File: config.mk
export PLATFORM = sky130hd
export DESIGN_NAME = channel_arbiter_flat
export DESIGN_NICKNAME = d
export VERILOG_FILES = /design/src/sdram_port_pkg.sv /design/src/burst_if.sv /design/src/channel_arbiter.sv /design/src/flat_wrapper.sv
export VERILOG_INCLUDE_DIRS = /design/src
export SDC_FILE = /design/constraint.sdc
export NUM_CORES = 1
export LEC_CHECK = 0
export CAP_MARGIN = 10
export CORE_MARGIN = 4
export CORE_UTILIZATION = 55
export CTS_BUF_LIST = sky130_fd_sc_hd__clkbuf_16
export DETAILED_ROUTE_END_ITERATION = 16
export DONT_BUFFER_PORTS = 1
export PLACE_DENSITY_LB_ADDON = 0.15
export REMOVE_ABC_BUFFERS = 1
export SLEW_MARGIN = 10
export SYNTH_ARGS = -nofsm -noshare
export SYNTH_HDL_FRONTEND = slang
export SYNTH_SLANG_ARGS = --single-unit
File: constraint.sdc
create_clock -name sys_clk -period 3.9 [get_ports sys_clk]
set_clock_uncertainty 0.1 [all_clocks]
set_input_delay 0.585 -clock sys_clk [delete_from_list [all_inputs] [get_ports sys_clk]]
set_output_delay 0.585 -clock sys_clk [all_outputs]
set_load 0.01 [all_outputs]
File: src/sdram_port_config.svh
`ifndef SDRAM_PORT_CONFIG_SVH
`define SDRAM_PORT_CONFIG_SVH

// **********************************************************************
// data path and SDRAM address widths
// **********************************************************************
`define SDRAM_DATA_W     16
`define SDRAM_ADDR_W     21
`define BURST_LEN_W      10

// **********************************************************************
// port FIFO sizing
// **********************************************************************
`define FIFO_AW          10    // 1024 words per FIFO

// a FIFO counts as ready once it holds this many bursts of data
`define BURST_FILL_MULT  2

`endif

File: src/sdram_port_pkg.sv
`include "sdram_port_config.svh"

package sdram_port_pkg;

    typedef logic [`SDRAM_DATA_W-1:0] data_t;    // one SDRAM word
    typedef logic [`SDRAM_ADDR_W-1:0] addr_t;    // SDRAM word address
    typedef logic [`BURST_LEN_W-1:0]  len_t;     // burst length in words
    typedef logic [`FIFO_AW:0]        level_t;   // fill count with one bit over depth

    // burst scheduler states
    typedef enum logic [1:0] {
        idle,       // waiting for SDRAM init
        ready,      // picking the next FIFO
        wr_keep,    // write burst in flight
        rd_keep     // read burst in flight
    } arb_state_t;

endpackage

File: src/burst_if.sv
interface burst_if;
    import sdram_port_pkg::*;

    logic  sel;      // channel of the current burst
    logic  done;     // one-cycle end of burst pulse
    addr_t addr0;    // next burst address of channel 0
    addr_t addr1;    // next burst address of channel 1

    modport arb (
        output sel,
        input  done,
        input  addr0,
        input  addr1
    );

    modport agen (
        input  sel,
        output done,
        output addr0,
        output addr1
    );

endinterface

File: src/channel_arbiter.sv
`include "sdram_port_config.svh"

module channel_arbiter (
    input  logic                   sys_clk,
    input  logic                   sys_rst_n,
    input  logic                   init_done,
    input  sdram_port_pkg::level_t wr_level0,
    input  sdram_port_pkg::level_t wr_level1,
    input  sdram_port_pkg::level_t rd_level0,
    input  sdram_port_pkg::level_t rd_level1,
    input  sdram_port_pkg::len_t   wr_length,
    input  sdram_port_pkg::len_t   rd_length,
    burst_if.arb                   wr_bus,
    burst_if.arb                   rd_bus,
    output logic                   wr_req,
    output sdram_port_pkg::addr_t  wr_addr,
    output logic                   rd_req,
    output sdram_port_pkg::addr_t  rd_addr
);
    import sdram_port_pkg::*;

    arb_state_t state;
    level_t     wr_thresh;
    level_t     rd_thresh;

    assign wr_thresh = level_t'(`BURST_FILL_MULT * wr_length);  // enough to drain
    assign rd_thresh = level_t'(`BURST_FILL_MULT * rd_length);  // room to refill

    // **********************************************************************
    // burst scheduler
    // fixed priority goes write 0, write 1, read 0 and then read 1
    // **********************************************************************
    always_ff @(posedge sys_clk or negedge sys_rst_n) begin
        if (!sys_rst_n) begin
            state      <= idle;
            wr_req     <= 1'b0;
            wr_addr    <= '0;
            wr_bus.sel <= 1'b0;
            rd_req     <= 1'b0;
            rd_addr    <= '0;
            rd_bus.sel <= 1'b0;
        end else begin
            case (state)
                idle: begin
                    if (init_done) begin
                        state <= ready;
                    end
                end
                ready: begin
                    if (wr_level0 >= wr_thresh) begin
                        wr_req     <= 1'b1;
                        wr_addr    <= wr_bus.addr0;
                        wr_bus.sel <= 1'b0;
                        state      <= wr_keep;
                    end else if (wr_level1 >= wr_thresh) begin
                        wr_req     <= 1'b1;
                        wr_addr    <= wr_bus.addr1;
                        wr_bus.sel <= 1'b1;
                        state      <= wr_keep;
                    end else if (rd_level0 < rd_thresh) begin
                        rd_req     <= 1'b1;
                        rd_addr    <= rd_bus.addr0;
                        rd_bus.sel <= 1'b0;
                        state      <= rd_keep;
                    end else if (rd_level1 < rd_thresh) begin
                        rd_req     <= 1'b1;
                        rd_addr    <= rd_bus.addr1;
                        rd_bus.sel <= 1'b1;
                        state      <= rd_keep;
                    end
                end
                wr_keep: begin
                    if (wr_bus.done) begin    // hold request until ack falls
                        wr_req     <= 1'b0;
                        wr_bus.sel <= 1'b0;
                        state      <= ready;
                    end
                end
                rd_keep: begin
                    if (rd_bus.done) begin
                        rd_req     <= 1'b0;
                        rd_bus.sel <= 1'b0;
                        state      <= ready;
                    end
                end
                default: state <= idle;
            endcase
        end
    end

endmodule

File: src/flat_wrapper.sv
// flat-port wrapper written by rule: the top's interface ports become plain ports
module channel_arbiter_flat import sdram_port_pkg::*;
  (sys_clk, sys_rst_n, init_done, wr_level0, wr_level1, rd_level0, rd_level1, wr_length, rd_length, wr_req, wr_addr, rd_req, rd_addr, wr_bus_sel, wr_bus_done, wr_bus_addr0, wr_bus_addr1, rd_bus_sel, rd_bus_done, rd_bus_addr0, rd_bus_addr1);
  burst_if wr_bus_i ();
  burst_if rd_bus_i ();
  input  logic sys_clk;
  input  logic sys_rst_n;
  input  logic init_done;
  input  sdram_port_pkg::level_t wr_level0;
  input  sdram_port_pkg::level_t wr_level1;
  input  sdram_port_pkg::level_t rd_level0;
  input  sdram_port_pkg::level_t rd_level1;
  input  sdram_port_pkg::len_t wr_length;
  input  sdram_port_pkg::len_t rd_length;
  output logic wr_req;
  output sdram_port_pkg::addr_t wr_addr;
  output logic rd_req;
  output sdram_port_pkg::addr_t rd_addr;
  output wire logic [$bits(wr_bus_i.sel)-1:0] wr_bus_sel;
  input wire logic [$bits(wr_bus_i.done)-1:0] wr_bus_done;
  input wire logic [$bits(wr_bus_i.addr0)-1:0] wr_bus_addr0;
  input wire logic [$bits(wr_bus_i.addr1)-1:0] wr_bus_addr1;
  output wire logic [$bits(rd_bus_i.sel)-1:0] rd_bus_sel;
  input wire logic [$bits(rd_bus_i.done)-1:0] rd_bus_done;
  input wire logic [$bits(rd_bus_i.addr0)-1:0] rd_bus_addr0;
  input wire logic [$bits(rd_bus_i.addr1)-1:0] rd_bus_addr1;
  assign wr_bus_sel = wr_bus_i.sel;
  assign wr_bus_i.done = wr_bus_done;
  assign wr_bus_i.addr0 = wr_bus_addr0;
  assign wr_bus_i.addr1 = wr_bus_addr1;
  assign rd_bus_sel = rd_bus_i.sel;
  assign rd_bus_i.done = rd_bus_done;
  assign rd_bus_i.addr0 = rd_bus_addr0;
  assign rd_bus_i.addr1 = rd_bus_addr1;
  channel_arbiter u_core (.sys_clk(sys_clk), .sys_rst_n(sys_rst_n), .init_done(init_done), .wr_level0(wr_level0), .wr_level1(wr_level1), .rd_level0(rd_level0), .rd_level1(rd_level1), .wr_length(wr_length), .rd_length(rd_length), .wr_bus(wr_bus_i), .rd_bus(rd_bus_i), .wr_req(wr_req), .wr_addr(wr_addr), .rd_req(rd_req), .rd_addr(rd_addr));
endmodule
==> metrics.csv <==
metric;value;unit
path_max_fanout;21;
grt_start_max_net_pins;49;
yosys.area.top_type;dfrtp_1;
peakVddDrop;0.416;mV
cts_setup_buffers;0;
path_cells;inv_1, ha_1, a21oi_1, a21boi_0, o311ai_0, and4_1, a21boi_2, buf_4, mux2_2;
post-route-min-period;2.99;ns
worst_hold_path_type;input pin to asynchronous set/reset pin;
io_buffers;0;
diodes;0;
grt_use_total;19.3;%
synthArstFlopShare;100;%
post_drt_wl_per_cell;18.3;um
finalHoldViolCount;0;
slew_violations;0;
ys_dominant_reg_cell;dfrtp_1;
synth_top_area_share;36.6;%
crit_family;compound AO/OA/AOI/OAI gates;
crit_arrival;3.05;ns
avgSynthCellArea;10.4;um^2
seq_area_frac_synth;36.6;%
clkTransAtPathRegs;0.06;ns
rsz0062_at_grt;no;
cap_violations;0;
antenna_found_initial;0;
stdcell_count;389;
yosys_warnings;0;
crit_buf_inv;2;
max_clock_freq;334;MHz
synthCells;315;
core.rowCount;27;
fin_crit_sh;76.7;%
dieWidth;85.3;um
finalSetupViolCount;0;
n_fill_cell;481;
cts_buffer_depth;2;
viasPerCell;6.03;
final_cell_mix;48 x dfrtp_1, 42 x mux2_2, 42 x ha_1;
ant_nets;0;
drc;0;
final_common_cell;dfrtp_1;
gp_congestion;0.830;
cts_tree;done;
cellPowerDensity;619;nW/um^2
cts-buffers-inserted;5;
fin_tns_setup;0;ns
cts_sinks;48;
clock_latency;0.28;ns
ys_ff_latch;48;
place_ws;0.624;ns
routed_wl;7130;um
crit_required;3.96;ns
htree_levels;2;
firstDrtPassIters;4;
critical_path_class;input pin to register;
start_util;58.2;%
dp_hpwl;5890;um
fin_nets;511;
root_buffer;clkbuf_16;
first_global_vias;2520;
grt_pass1_wl;11500;um
worstMarginPinSlew;0.684;ns
max_stage_delay;0.63;ns
syn_to_final_growth;8.83;%
cts_resized;0;
postCtsHoldBufs;1;
netlist_area;3290;um^2
num_io_pins;199;
relSlewSlack;53.8;%
post-route-util;63.4;%
layout_setup_ws;0.910;ns
status;finished clean;
power.leakage;1.69;nW
worstSetupEndpointType;register;
placed_cells;380;
fin_total_pwr;2.21;mW
yosys-top-cells-area;dfrtp_1 37%, ha_1 16%, mux2_2 14%, mux2i_1 6.4%, a21oi_1 4.9%;
synth_edf_count;0;
gr-total-overflow;0;
drt-initial-drc-count;58;
worstSetupStartpointType;input pin;
cp_slowest_cell;o311ai_0;
layout-drive-gt1-share;18.0;%
vias;2345;
synthDistinctLibCells;39;
core_area;5640;um^2
die_h;85.3;um
die-area;7270;um^2
[cells in the mapped netlist, types with 2 or more instances]
cell,instances
o21bai_1,3
dfrtp_1,48
a211oi_1,2
clkbuf_1,7
nand2b_1,6
o21ai_0,9
a211o_1,2
and4_1,5
mux2i_1,21
a21oi_1,32
mux2_2,42
a2bb2oi_1,2
inv_1,27
nor2b_1,2
nand4_1,3
nand3_1,7
a31oi_1,2
nand2_1,9
nor2_1,23
buf_6,2
buf_2,2
ha_1,42
[per-layer routing]
metal	up-vias	global-route usage (%)	wire length, um
met4	0	5.04	78
met1	1087	21.4	2590
met2	108	35.0	3790
li1	1144	-	-
met5	-	0	0
met3	6	6.60	679
[final timing paths]
path	from	to	slack (ns)	cells past startpoint
setup / recovery	wr_length[4]	u_core.rd_addr[0]	0.91	9
hold / removal	sys_rst_n	u_core.wr_addr[2]	0.05	1
setup reg to reg	u_core.state[1]	u_core.rd_addr[0]	1.82	6
hold reg to reg	u_core.rd_bus.sel	u_core.rd_bus.sel	0.47	1
max in group asynchronous	sys_rst_n	u_core.rd_bus.sel	3.44	1
min in group sys_clk	wr_bus_done	u_core.wr_req	0.41	3
[report_power, final]
part / internal, mW / total (mW) / switching [mW]
Sequential: 0.749 / 1.05 / 0.305
Combinational: 0.347 / 0.690 / 0.344
Clock: 0.298 / 0.470 / 0.172
Total: 1.39 / 2.21 / 0.821
[worst reg2reg max path: stages (launching register included)]
cell	delay, ns
dfrtp_1	0.41
inv_1	0.09
ha_1	0.22
and4_1	0.30
a21boi_2	0.18
buf_4	0.28
mux2_2	0.38
[area by class of cell]
| cell class | instances | area (um^2) | area share, % |
|---|---|---|---|
| Clock buffer | 5 | 125 | 3.50 |
| Clock inverter | 3 | 37.5 | 1.05 |
| Inverter | 27 | 101 | 2.83 |
| Multi-Input combinational cell | 229 | 1960 | 54.9 |
| Sequential cell | 48 | 1200 | 33.6 |
| Tap cell | 72 | 90.1 | 2.52 |
| Timing Repair Buffer | 5 | 57.6 | 1.61 |
[per-stage QoR]
| stage | hold slack (ns) | instance area (um^2) |
|---|---|---|
| floorplan | 0.189 | 3230 |
| global route | 0.0523 | 3580 |
| detailed placement | 0.190 | 3390 |
| finish | 0.0494 | 3580 |
| global placement | 0.190 | 3390 |
| CTS | 0.0565 | 3580 |
[cell families (layout without fill, tap and decap cells)]
kind of cell	count (synthesis)	count (layout)	share of synthesized area, %
AO/OA/AOI/OAI	64	64	12.5
adder cells (fa/ha/maj)	42	42	16.0
multiplexers	63	63	20.8
AND/OR/NAND/NOR	60	60	9.25
flip-flops	48	48	36.6
buffers and inverters	38	40	4.87
[flip-flops by register name, summed over array words and instances (netlist names)]
name	flops
u_core.state	2
u_core.wr_bus.sel	1
u_core.wr_req	1
u_core.rd_req	1
u_core.rd_bus.sel	1
u_core.wr_addr	21
u_core.rd_addr	21
Note: power is estimated with default switching activity, not from simulation.
