==> src/sdram_port_config.svh <==
`ifndef SDRAM_PORT_CONFIG_SVH
`define SDRAM_PORT_CONFIG_SVH

// **********************************************************************
// data path and SDRAM address widths
// **********************************************************************
`define SDRAM_DATA_W     16
`define SDRAM_ADDR_W     21
`define BURST_LEN_W      10

// **********************************************************************
// port FIFO sizing
// **********************************************************************
`define FIFO_AW          10    // 1024 words per FIFO

// a FIFO counts as ready once it holds this many bursts of data
`define BURST_FILL_MULT  2

`endif

==> src/sdram_port_pkg.sv <==
`include "sdram_port_config.svh"

package sdram_port_pkg;

    typedef logic [`SDRAM_DATA_W-1:0] data_t;    // one SDRAM word
    typedef logic [`SDRAM_ADDR_W-1:0] addr_t;    // SDRAM word address
    typedef logic [`BURST_LEN_W-1:0]  len_t;     // burst length in words
    typedef logic [`FIFO_AW:0]        level_t;   // fill count with one bit over depth

    // burst scheduler states
    typedef enum logic [1:0] {
        idle,       // waiting for SDRAM init
        ready,      // picking the next FIFO
        wr_keep,    // write burst in flight
        rd_keep     // read burst in flight
    } arb_state_t;

endpackage

==> src/burst_if.sv <==
interface burst_if;
    import sdram_port_pkg::*;

    logic  sel;      // channel of the current burst
    logic  done;     // one-cycle end of burst pulse
    addr_t addr0;    // next burst address of channel 0
    addr_t addr1;    // next burst address of channel 1

    modport arb (
        output sel,
        input  done,
        input  addr0,
        input  addr1
    );

    modport agen (
        input  sel,
        output done,
        output addr0,
        output addr1
    );

endinterface

==> src/burst_addr_gen.sv <==
module burst_addr_gen (
    input  logic                  sys_clk,
    input  logic                  sys_rst_n,
    input  logic                  ack,
    input  logic                  reload,
    input  sdram_port_pkg::addr_t min_addr,
    input  sdram_port_pkg::addr_t max_addr,
    input  sdram_port_pkg::len_t  length,
    burst_if.agen                 bus
);
    import sdram_port_pkg::*;

    logic  ack_r1;
    logic  ack_r2;
    logic  reload_r1;
    logic  reload_r2;
    logic  load;
    addr_t step;
    addr_t lim0;
    addr_t lim1;

    // step one burst forward, or go back to the window start
    function automatic addr_t next_addr(addr_t cur, addr_t lim, addr_t start, addr_t inc);
        return (cur < lim) ? cur + inc : start;
    endfunction

    // **********************************************************************
    // edge detection on ack and on the port reset
    // **********************************************************************
    always_ff @(posedge sys_clk or negedge sys_rst_n) begin
        if (!sys_rst_n) begin
            ack_r1    <= 1'b0;
            ack_r2    <= 1'b0;
            reload_r1 <= 1'b0;
            reload_r2 <= 1'b0;
        end else begin
            ack_r1    <= ack;
            ack_r2    <= ack_r1;
            reload_r1 <= reload;
            reload_r2 <= reload_r1;
        end
    end

    assign bus.done = ack_r2 & ~ack_r1;        // ack went low so the burst is over
    assign load     = reload_r1 & ~reload_r2;  // rising edge of port reset

    // **********************************************************************
    // address windows
    // **********************************************************************
    assign step = addr_t'(length);
    assign lim0 = max_addr - step;                    // channel 0 ends at max
    assign lim1 = addr_t'(max_addr << 1) - step;      // channel 1 ends at twice max

    always_ff @(posedge sys_clk or negedge sys_rst_n) begin
        if (!sys_rst_n) begin
            bus.addr0 <= '0;
        end else if (load) begin
            bus.addr0 <= min_addr;
        end else if (bus.done && !bus.sel) begin
            bus.addr0 <= next_addr(bus.addr0, lim0, min_addr, step);
        end
    end

    always_ff @(posedge sys_clk or negedge sys_rst_n) begin
        if (!sys_rst_n) begin
            bus.addr1 <= '0;
        end else if (load) begin
            bus.addr1 <= max_addr;    // channel 1 window starts at max
        end else if (bus.done && bus.sel) begin
            bus.addr1 <= next_addr(bus.addr1, lim1, max_addr, step);
        end
    end

endmodule

==> src/flat_wrapper.sv <==
// flat-port wrapper written by rule: the top's interface ports become plain ports
module burst_addr_gen_flat import sdram_port_pkg::*;
  (sys_clk, sys_rst_n, ack, reload, min_addr, max_addr, length, bus_sel, bus_done, bus_addr0, bus_addr1);
  burst_if bus_i ();
  input  logic sys_clk;
  input  logic sys_rst_n;
  input  logic ack;
  input  logic reload;
  input  sdram_port_pkg::addr_t min_addr;
  input  sdram_port_pkg::addr_t max_addr;
  input  sdram_port_pkg::len_t length;
  input wire logic [$bits(bus_i.sel)-1:0] bus_sel;
  output wire logic [$bits(bus_i.done)-1:0] bus_done;
  output wire logic [$bits(bus_i.addr0)-1:0] bus_addr0;
  output wire logic [$bits(bus_i.addr1)-1:0] bus_addr1;
  assign bus_i.sel = bus_sel;
  assign bus_done = bus_i.done;
  assign bus_addr0 = bus_i.addr0;
  assign bus_addr1 = bus_i.addr1;
  burst_addr_gen u_core (.sys_clk(sys_clk), .sys_rst_n(sys_rst_n), .ack(ack), .reload(reload), .min_addr(min_addr), .max_addr(max_addr), .length(length), .bus(bus_i));
endmodule
==> config.mk <==
export PLATFORM = sky130hd
export DESIGN_NAME = burst_addr_gen_flat
export DESIGN_NICKNAME = d
export VERILOG_FILES = /design/src/sdram_port_pkg.sv /design/src/burst_if.sv /design/src/burst_addr_gen.sv /design/src/flat_wrapper.sv
export VERILOG_INCLUDE_DIRS = /design/src
export SDC_FILE = /design/constraint.sdc
export NUM_CORES = 1
export LEC_CHECK = 0
export BUFFER_PORTS_ARGS = -buffer_cell sky130_fd_sc_hd__buf_2
export CORE_ASPECT_RATIO = 0.5
export CORE_MARGIN = 5
export CORE_UTILIZATION = 52
export CTS_CLUSTER_DIAMETER = 40
export DETAILED_ROUTE_END_ITERATION = 12
export GPL_TIMING_DRIVEN = 0
export PLACE_DENSITY_LB_ADDON = 0.1
export SLEW_MARGIN = 20
export SYNTH_ARGS = -nofsm -noshare
export SYNTH_HDL_FRONTEND = slang
export SYNTH_SLANG_ARGS = --single-unit
==> constraint.sdc <==
create_clock -name sys_clk -period 2.65 [get_ports sys_clk]
set_input_delay 0.265 -clock sys_clk [delete_from_list [all_inputs] [get_ports sys_clk]]
set_output_delay 0.265 -clock sys_clk [all_outputs]
set_load 0.01 [all_outputs]
==> flow_summary.json, run 1 <==
{
  "status": "finished, violations left",
  "violations": "setup timing",
  "fin_nets": 941,
  "crit_slowest_cell": "or3_4",
  "grt_pass1_wl_um": 27300,
  "drc": 0,
  "grt_overflow": 0,
  "maxCapViolations": 0,
  "drtPass1Iterations": 7,
  "synthArstFlopShare_pct": 100,
  "synth_edf_count": 0,
  "hold_path_class": "primary input to flip-flop",
  "fp.coreArea_um2": 10300,
  "cts_num_sinks": 46,
  "place_ws_ns": -2.11,
  "synth-seq-area-share_pct": 20.9,
  "finalSetupViolations": 42,
  "grt_pass1_vias": 5285,
  "fin_skew_ns": 0.00747,
  "tritoncts": "built",
  "p_leak_nw": 3.26,
  "antenna_left": 0,
  "startpoint_type": "primary input",
  "path_class": "primary input to flip-flop",
  "tightest_slew_ns": 0.840,
  "numCtsBuffers": 5,
  "fmaxAchievable_ghz": 0.252,
  "cts_max_level": 2,
  "cp.buffers_inverters": 5,
  "io_pins": 100,
  "crit_family": "compound AO/OA/AOI/OAI gates",
  "syn_nets": 794,
  "synth_cells": 653,
  "postLayoutCoreUtil_pct": 71.2,
  "drt_iter0_markers": 327,
  "hold_viol_final": 0,
  "min_period_ns": 3.96,
  "cts.root.buffer_cell": "clkbuf_16",
  "critical_path.max_fanout": 4,
  "whs_path_depth": 1,
  "fin_total_pwr_mw": 6.92,
  "worst_ep_arrival_time_ns": 4.15,
  "crit_cells": 21,
  "place_inst": 889,
  "rsz0062_at_grt": "yes",
  "cts_max_path_buffers": 2,
  "dp_hpwl_um": 12900,
  "core.rowCount": 26,
  "worstPathCellList": "buf_12, clkinvlp_4, fa_2, a21o_1, a21oi_2, nand2b_4, a21oi_4, a211o_4, buf_6, nor3_4, xnor2_1, ha_1, nand4_1, or3_4, o22ai_4, a2111oi_4, buf_4, buf_4, a21oi_2, a21oi_1, mux2_4",
  "die_area_um2": 12900,
  "ys_ff_latch": 46,
  "fin_ws_ns": -1.31,
  "port_buffers": 95,
  "grt_usage_pct": 26.7,
  "die_x_um": 155,
  "fin_area_um2": 7320,
  "grt_max_degree": 26,
  "die_y_um": 82.7,
  "path_clk_slew_ns": 0.07,
  "vias": 5622,
  "synth_area_um2": 5500,
  "yosysUniqueCellTypes": 71,
  "synth_area_per_cell_um2": 8.42,
  "place_area_um2": 6240,
  "drive_gt1_share_pct": 30.7,
  "relSlewSlack_pct": 43.6,
  "via_per_inst": 5.97,
  "instances_no_fill": 941,
  "n_antenna_cell": 0,
  "required_ns": 2.83,
  "synth-warning-count": 0,
  "antenna_found_initial": 0,
  "ir_drop_mv": 0.485,
  "syn2layout_area_growth_pct": 33.0,
  "routed_wl_um": 17400,
  "end_kind": "flip-flop",
  "ys.flop_type": "dfrtp_1",
  "slew_viol_final": 0,
  "clk_latency_ns": 0.30,
  "reg2reg_depth": 10,
  "initial_core_util_pct": 53.5,
  "fill_cells": 821,
  "critPathMaxStageDelay_ns": 0.45,
  "finalCritPeriodShare_pct": 149,
  "globalplace.congestion": 0.902,
  "power_density_nw_per_um2": 946,
  "drt-wirelength-per-cell_um": 18.5
}
## cell usage after synthesis, types with 6 or more instances
cell / n / area, um^2
and3_1: 6 / 37.5
o21a_1: 8 / 60.1
clkbuf_1: 17 / 63.8
nor4_1: 6 / 37.5
dfrtp_1: 46 / 1150
nor3_1: 11 / 55.1
nand4_1: 13 / 81.3
inv_1: 33 / 124
o31ai_1: 6 / 45.0
nor2_1: 38 / 143
ha_1: 80 / 1000
o21ai_1: 23 / 115
o21ai_0: 18 / 90.1
nor2b_1: 13 / 81.3
xnor2_1: 27 / 236
a211oi_1: 7 / 52.6
nand3_1: 22 / 110
a21oi_1: 57 / 285
a21o_1: 14 / 105
a31oi_1: 11 / 68.8
mux2i_1: 18 / 180
nand2_1: 52 / 195
xor2_1: 22 / 193
nand2b_1: 9 / 56.3
## kinds of logic after synthesis
group	Yosys count	share of synthesized area, %
flip-flops	46	20.9
multiplexers	22	4.09
AO/OA/AOI/OAI	194	24.2
XOR/XNOR	49	7.80
adder cells (fa/ha/maj)	84	19.7
AND/OR/NAND/NOR	199	18.5
buffers and inverters	59	4.85
## placed cells by master (no fill, tap or decap), types with 11 or more instances in the layout
| master | n |
|---|---|
| nand4_1 | 13 |
| o21ai_0 | 15 |
| a21o_1 | 14 |
| inv_1 | 30 |
| xor2_1 | 22 |
| nand2_1 | 50 |
| nand3_1 | 22 |
| dfrtp_1 | 46 |
| buf_4 | 28 |
| xnor2_1 | 26 |
| o21ai_1 | 24 |
| clkbuf_1 | 16 |
| buf_2 | 91 |
| nor2b_1 | 11 |
| a21oi_2 | 12 |
| ha_1 | 77 |
| mux2i_1 | 14 |
| a21oi_1 | 43 |
| nor2_1 | 34 |
| buf_6 | 17 |
## power by group
| part | switching [mW] | total, mW | internal [mW] | leakage, nW |
|---|---|---|---|---|
| clock | 0.296 | 0.671 | 0.376 | 0.0739 |
| combinational | 2.44 | 4.70 | 2.26 | 2.65 |
| sequential | 0.535 | 1.55 | 1.01 | 0.537 |
| total | 3.27 | 6.92 | 3.65 | 3.26 |
## state kept, by name, indices dropped and copies added (netlist names)
name / cells
u_core.bus.addr0: 21
u_core.reload_r2: 1
u_core.reload_r1: 1
u_core.bus.addr1: 21
u_core.ack_r1: 1
u_core.ack_r2: 1
## worst paths after layout
check	slack (ns)	startpoint	to
hold / removal	0.07	reload	u_core.reload_r1
setup reg to reg	-0.51	u_core.bus.addr1[0]	u_core.bus.addr1[18]
max in group asynchronous	1.59	sys_rst_n	u_core.bus.addr0[14]
hold reg to reg	0.37	u_core.reload_r1	u_core.reload_r2
min in group asynchronous	0.50	sys_rst_n	u_core.bus.addr1[2]
setup / recovery	-1.31	length[1]	u_core.bus.addr1[0]
## routing by layer
metal | vias up | part of all wire, % | track usage, %
li1 | 2725 | - | -
met1 | 2671 | 49 | 40.3
met2 | 215 | 43 | 40.0
met3 | 11 | 7.0 | 4.48
met4 | 0 | 0.59 | 5.41
met5 | - | 0 | 0
## cell type report
| cell class | count | area (um^2) | area share (%) |
|---|---|---|---|
| well taps | 140 | 175 | 2.39 |
| inverters | 34 | 139 | 1.90 |
| multi-input cells | 548 | 4550 | 62.2 |
| plain buffers | 23 | 148 | 2.02 |
| repair buffers | 142 | 1010 | 13.8 |
| flip-flops and latches | 46 | 1150 | 15.7 |
| clock inverters | 1 | 5.00 | 0.0684 |
| clock buffers | 7 | 143 | 1.95 |
## per-stage QoR
stage                     setup TNS [ns]  hold WS (ns)
after floorplan                   -47.01       -0.0306
after global placement            -77.17         0.352
after detailed placement          -78.80         0.295
after CTS                         -49.02        0.0710
after global routing              -54.89        0.0622
final                             -49.34        0.0703
## worst reg2reg max path, cell delays in order (launching register included)
cell and delay [ns]:
dfrtp_1 0.39, ha_1 0.23, inv_1 0.07, fa_1 0.41, nor2b_1 0.15, o31a_1 0.19
o21ai_1 0.08, a22oi_1 0.64, nand4_1 0.30, or4_1 0.56, nand3_1 0.08
## what timing repair did
item	4_1_cts	5_1_grt
hold endpoints to repair	21	0
buffers inserted	35	7
hold buffers	1	0
gates resized for setup	63	52
pin swaps	49	37
endpoints found under the setup margin	42	42
cloned	4	0
Note: power is estimated with default switching activity, not from simulation.
==> run 2: changes to the inputs <==
- CORE_UTILIZATION: 52 -> 58
- clock period: 2.65 -> 3.9 ns (I/O delays scaled with it)
==> run 2 against run 1 <==
Register-to-register slack better by 1.2 ns. Critical path type unchanged. Final cell count down 3.5%. Sequential power down 33%. Hold slack better by 0.042 ns. The flow still finishes with violations (setup timing). Setup slack better by 1.1 ns. Critical path depth down 1. Power down 33%. Global-route usage up 2.0 points. Clock power down 24%. Sequential share of layout area up 0.61 points.
==> flow_summary.json, run 2 (synthesis gave the netlist of run 1 again) <==
{
  "io_pins": 100,
  "syn2layout_area_growth_pct": 28.1,
  "p_switching_mw": 2.20,
  "dp_hpwl_um": 12500,
  "core.rowCount": 25,
  "path_common_cell": "a21oi_2",
  "rsz0062_at_grt": "yes",
  "slew_viol_final": 0,
  "fmaxAchievable_ghz": 0.242,
  "grt_pass1_wl_um": 27100,
  "critical_path.max_fanout": 5,
  "via_per_inst": 6.20,
  "fin_ws_ns": -0.232,
  "fin_nets": 927,
  "crit_slowest_cell": "a2111oi_4",
  "clk_latency_ns": 0.30,
  "fill_cells": 703,
  "antenna_left": 0,
  "port_buffers": 95,
  "worst_ep_arrival_time_ns": 4.31,
  "initial_core_util_pct": 58.8,
  "end_kind": "flip-flop",
  "fin_total_pwr_mw": 4.66,
  "vias": 5631,
  "switching_share_pct": 47.3,
  "power_density_nw_per_um2": 661,
  "fp.coreArea_um2": 9350,
  "clockPowerShare_pct": 11.0,
  "grt_pass1_vias": 5341,
  "drt-wirelength-per-cell_um": 18.8,
  "reg.largest.list": "u_core.bus.addr0: 21 flops, u_core.bus.addr1: 21 flops",
  "cts_max_path_buffers": 2,
  "p_leak_nw": 3.17,
  "final_common_cell": "buf_2",
  "maxCapViolations": 0,
  "cts.root.buffer_cell": "clkbuf_16",
  "die_area_um2": 11600,
  "relSlewSlack_pct": 42.6,
  "p_int_mw": 2.45,
  "crit_family": "compound AO/OA/AOI/OAI gates",
  "startpoint_type": "primary input",
  "drc": 0,
  "hold_path_class": "primary input to asynchronous set/reset pin",
  "critPathMaxStageDelay_ns": 0.47,
  "tritoncts": "built",
  "finalSetupViolations": 41,
  "globalplace.congestion": 0.943,
  "die_x_um": 148,
  "fin_tns_setup_ns": -5.48,
  "grt_max_degree": 47,
  "min_period_ns": 4.13,
  "power_frac_seq_pct": 22.3,
  "cp.buffers_inverters": 4,
  "ir_drop_mv": 0.409,
  "grt_overflow": 0,
  "cts_num_sinks": 46,
  "drive_gt1_share_pct": 27.8,
  "tightest_slew_ns": 0.860,
  "hold_viol_final": 0,
  "place_ws_ns": -1.10,
  "path_class": "primary input to flip-flop",
  "routed_wl_um": 17000,
  "worstPathCellList": "buf_8, clkinvlp_4, fa_2, a21o_1, a21oi_2, nand2b_4, a21oi_4, a211o_4, buf_6, nor3_4, xnor2_1, ha_1, a21oi_2, o21a_1, o22ai_4, a2111oi_4, and2_4, buf_12, a31oi_4, o22a_1",
  "finalCritPeriodShare_pct": 106,
  "status": "finished, violations left",
  "path_clk_slew_ns": 0.07,
  "die_y_um": 78.9,
  "required_ns": 4.08,
  "drtPass1Iterations": 5,
  "numCtsBuffers": 5,
  "comb_power_share_pct": 66.8,
  "violations": "setup timing",
  "cts_max_level": 2,
  "grt_usage_pct": 28.7,
  "holdWs_ns": 0.112,
  "fin_skew_ns": 0.00560,
  "antenna_found_initial": 0,
  "layout_common_cells": "91 x buf_2, 78 x ha_1, 50 x nand2_1",
  "drt_iter0_markers": 366,
  "n_antenna_cell": 0
}
## run 2: cell count changes in the layout (fill, tap and decap cells not counted), moves of 2 or more
cell,previous run,this run
buf_6,17,9
a21oi_1,43,49
a21oi_2,12,7
buf_12,5,2
buf_4,28,25
clkbuf_16,5,7
ha_4,3,1
mux2i_1,14,16
mux2i_2,4,2
nor3_1,6,8
nor3_2,5,3
o21ai_0,15,13
## run 2: worst paths after layout
check / start / to / slack [ns] / depth (start not counted)
max: length[1] / u_core.bus.addr1[12] / -0.23 / 20
max reg2reg: u_core.bus.addr1[0] / u_core.bus.addr1[18] / 0.68 / 10
max in group asynchronous: sys_rst_n / u_core.bus.addr0[9] / 3.36 / 1
min reg2reg: u_core.reload_r1 / u_core.reload_r2 / 0.37 / 0
min in group sys_clk: reload / u_core.reload_r1 / 0.19 / 1
min: sys_rst_n / u_core.bus.addr1[9] / 0.11 / 1
## run 2: layout make-up
cell class | instances | area (um^2) | area share, %
Buffer | 23 | 156 | 2.22
Tap cell | 121 | 151 | 2.15
Clock inverter | 3 | 40.0 | 0.568
Clock buffer | 5 | 125 | 1.78
Inverter | 34 | 131 | 1.87
Multi-Input combinational cell | 548 | 4450 | 63.1
Timing Repair Buffer | 128 | 842 | 12.0
Sequential cell | 46 | 1150 | 16.3
## run 2: power by group through the flow
stage | Combinational, mW | Clock, mW | Sequential [mW]
floorplan | 1.84 | 0 | 1.02
global placement | 2.54 | 0 | 1.01
detailed placement | 2.60 | 0 | 1.02
CTS | 2.94 | 0.512 | 1.02
global route | 3.42 | 0.541 | 1.07
finish | 3.11 | 0.510 | 1.04
## run 2: timing repair
item,in CTS,in global routing
hold buffers,0,0
gates cloned,2,1
setup buffers,24,8
resized for setup,60,33
pin swaps,39,27
endpoints found under the setup margin,42,42
## run 2: stage by stage
step / cell area (um^2) / instances / utilization [%]
2_1_floorplan: 5540 / 653 / -
3_3_place_gp: 6170 / 869 / 65.9
3_5_place_dp: 6170 / 869 / 65.9
4_1_cts: 6840 / 900 / 73.1
5_1_grt: 7040 / 908 / 75.3
6_report: 7040 / 908 / 75.3
## run 2: per-layer routing
layer / track usage [%] / wire (um) / vias to the layer above
met3: 5.47 / 1270 / 31
met5: 0 / 0 / -
met4: 7.25 / 262 / 0
met1: 42.7 / 8260 / 2683
met2: 42.8 / 7250 / 220
li1: - / - / 2697
==> run 3: changes to the inputs <==
- CORE_MARGIN: 5 -> unset
- CTS_CLUSTER_DIAMETER: 40 -> unset
- MAX_ROUTING_LAYER: unset -> met4
==> run 3 against run 2 <==
The run still ends with setup timing left. Sequential power is essentially flat. Final cell count grew 2.2%. Cell area grew 4.8%. Clock power grew 18%. Clock skew is essentially flat. Fmax shrank 2.2%.
==> flow_summary.json, run 3 (synthesis gave the netlist of run 1 again) <==
{
  "clk_latency_ns": 0.31,
  "syn2layout_area_growth_pct": 34.2,
  "numCtsBuffers": 5,
  "die_area_um2": 9900,
  "switching_share_pct": 46.7,
  "cp.buffers_inverters": 5,
  "routed_wl_um": 18800,
  "hold_path_class": "primary input to asynchronous set/reset pin",
  "p_int_mw": 2.66,
  "grt_usage_pct": 36.8,
  "rsz0062_at_grt": "yes",
  "grt_use_met3_pct": 6.77,
  "critPathMaxStageDelay_ns": 0.43,
  "grt.met2_usage_pct": 54.8,
  "grt_pass1_vias": 5364,
  "tritoncts": "built",
  "die_x_um": 140,
  "p_leak_nw": 3.33,
  "dp_hpwl_um": 12100,
  "power_density_nw_per_um2": 675,
  "antenna_found_initial": 0,
  "critical_path.max_fanout": 8,
  "drc": 0,
  "antenna_left": 0,
  "drt_iter0_markers": 609,
  "layout_common_cells": "89 x buf_2, 75 x ha_1, 52 x nand2_1",
  "min_period_ns": 4.22,
  "cts_num_sinks": 46,
  "globalplace.congestion": 0.953,
  "worst_ep_arrival_time_ns": 4.39,
  "fin_ws_ns": -0.324,
  "crit_family": "compound AO/OA/AOI/OAI gates",
  "place_area_um2": 6160,
  "fin_skew_ns": 0.00545,
  "final_common_cell": "buf_2",
  "fin_nets": 950,
  "reg2reg_from": "u_core.bus.addr1[0]",
  "reg2reg_depth": 10,
  "path_clk_slew_ns": 0.07,
  "fin_total_pwr_mw": 4.98,
  "hold_viol_final": 0,
  "r2r_slack_ns": 0.76,
  "clockPowerShare_pct": 12.1,
  "vias": 6061,
  "reg.largest.list": "u_core.bus.addr0: 21 flops, u_core.bus.addr1: 21 flops",
  "grt_pass1_wl_um": 27700,
  "initial_core_util_pct": 61.5,
  "finalCritPeriodShare_pct": 108,
  "cts_hold_buf": 0,
  "maxCapViolations": 0,
  "io_pins": 100,
  "core.rowCount": 24,
  "relSlewSlack_pct": 37.7,
  "grt_max_degree": 47,
  "drt-wirelength-per-cell_um": 20.3,
  "fmaxAchievable_ghz": 0.237,
  "path_class": "primary input to flip-flop",
  "drtPass1Iterations": 5,
  "cts_max_path_buffers": 2,
  "tightest_slew_ns": 0.934,
  "crit_slowest_cell": "or3_4",
  "required_ns": 4.06,
  "port_buffers": 95,
  "die_y_um": 70.9,
  "worstReg2RegEnd": "u_core.bus.addr1[18]",
  "fill_cells": 530,
  "via_per_inst": 6.53,
  "finalSetupViolations": 42,
  "comb_power_share_pct": 66.9,
  "status": "finished, violations left",
  "fin_area_um2": 7380,
  "cts.root.buffer_cell": "clkbuf_16",
  "grt_overflow": 0,
  "slew_viol_final": 0,
  "ir_drop_mv": 0.404,
  "p_switching_mw": 2.32,
  "worstPathCellList": "buf_8, clkinvlp_4, ha_1, nor2b_1, o21ai_1, a21oi_1, o21ai_2, a21oi_4, a2111oi_2, xnor2_1, ha_1, nand4_1, or3_4, o22ai_4, a2111oi_4, buf_4, and2_4, buf_12, buf_12, mux2i_1, a22oi_1",
  "cts_max_level": 2,
  "grt.met1_usage_pct": 50.8,
  "violations": "setup timing",
  "startpoint_type": "primary input",
  "busiest_layer": "met2",
  "power_frac_seq_pct": 21.0,
  "end_kind": "flip-flop",
  "fp.coreArea_um2": 8950,
  "drive_gt1_share_pct": 31.7,
  "critPathLaunch": "length[1]"
}
-- run 3: cell types whose count changed in the layout (fill, tap and decap cells not counted), moves of 3 or more --
| cell | change |
|---|---|
| buf_4 | +23 |
| a21oi_1 | -6 |
| a21oi_2 | +6 |
| buf_6 | -3 |
| ha_1 | -3 |
| o21ai_1 | -3 |
-- run 3: layout make-up --
type,instances,area [um^2],area share [%]
multi-input cells,548,4540,61.5
flip-flops and latches,46,1150,15.6
repair buffers,150,1020,13.8
plain buffers,24,191,2.59
well taps,117,146,1.98
clock buffers,6,139,1.88
inverters,34,134,1.81
clock inverters,2,60.1,0.814
diodes,1,2.50,0.0339
-- run 3: routing by layer --
layer  vias up  part of all wire [%]
li1       2760                     -
met1      2865                    43
met2       378                    44
met3        58                    10
met4         0                   2.4
met5         -                     0
-- run 3: through the flow --
step	setup TNS (ns)	util, %	hold WS [ns]	worst slack, ns	std cells
3_5_place_dp	-32.58	68.8	0.369	-1.09	865
6_report	-6.53	82.5	0.0947	-0.324	928
2_1_floorplan	-1.88	-	0.0944	-0.161	653
5_1_grt	-12.54	82.5	0.157	-0.500	927
3_3_place_gp	-30.37	68.8	0.355	-1.05	865
4_1_cts	-2.97	78.7	0.194	-0.155	914
-- run 3: worst reg2reg max path: cells and delay by family (launching register included) --
| kind | cells | cell delay, ns |
|---|---|---|
| flops | 1 | 0.40 |
| compound gates | 3 | 0.88 |
| buf+inv | 1 | 0.08 |
| fa+ha+maj | 2 | 0.64 |
| simple gates | 4 | 1.06 |
-- run 3: how the worst max path moves through the flow --
stage                            to  slack [ns]  cells after the start
4_1_cts        u_core.bus.addr1[19]       -0.15                     21
2_1_floorplan   u_core.bus.addr1[0]       -0.16                     19
5_1_grt        u_core.bus.addr1[19]       -0.50                     18
6_report       u_core.bus.addr1[19]       -0.32                     21
3_3_place_gp   u_core.bus.addr1[17]       -1.05                     19
3_5_place_dp   u_core.bus.addr1[17]       -1.09                     19
-- run 3: timing repair --
action                     CTS  global route
resized for setup           71            46
cloned                       3             1
setup buffers               40            12
pin swaps                   46            31
setup endpoints to repair   42            42
-- run 3: power groups by stage --
| stage | clock network, mW | logic [mW] | registers, mW |
|---|---|---|---|
| floorplan | 0 | 1.84 | 1.02 |
| global placement | 0 | 2.52 | 1.02 |
| detailed placement | 0 | 2.60 | 1.02 |
| CTS | 0.600 | 3.01 | 1.02 |
| global route | 0.614 | 3.60 | 1.06 |
| finish | 0.602 | 3.33 | 1.04 |
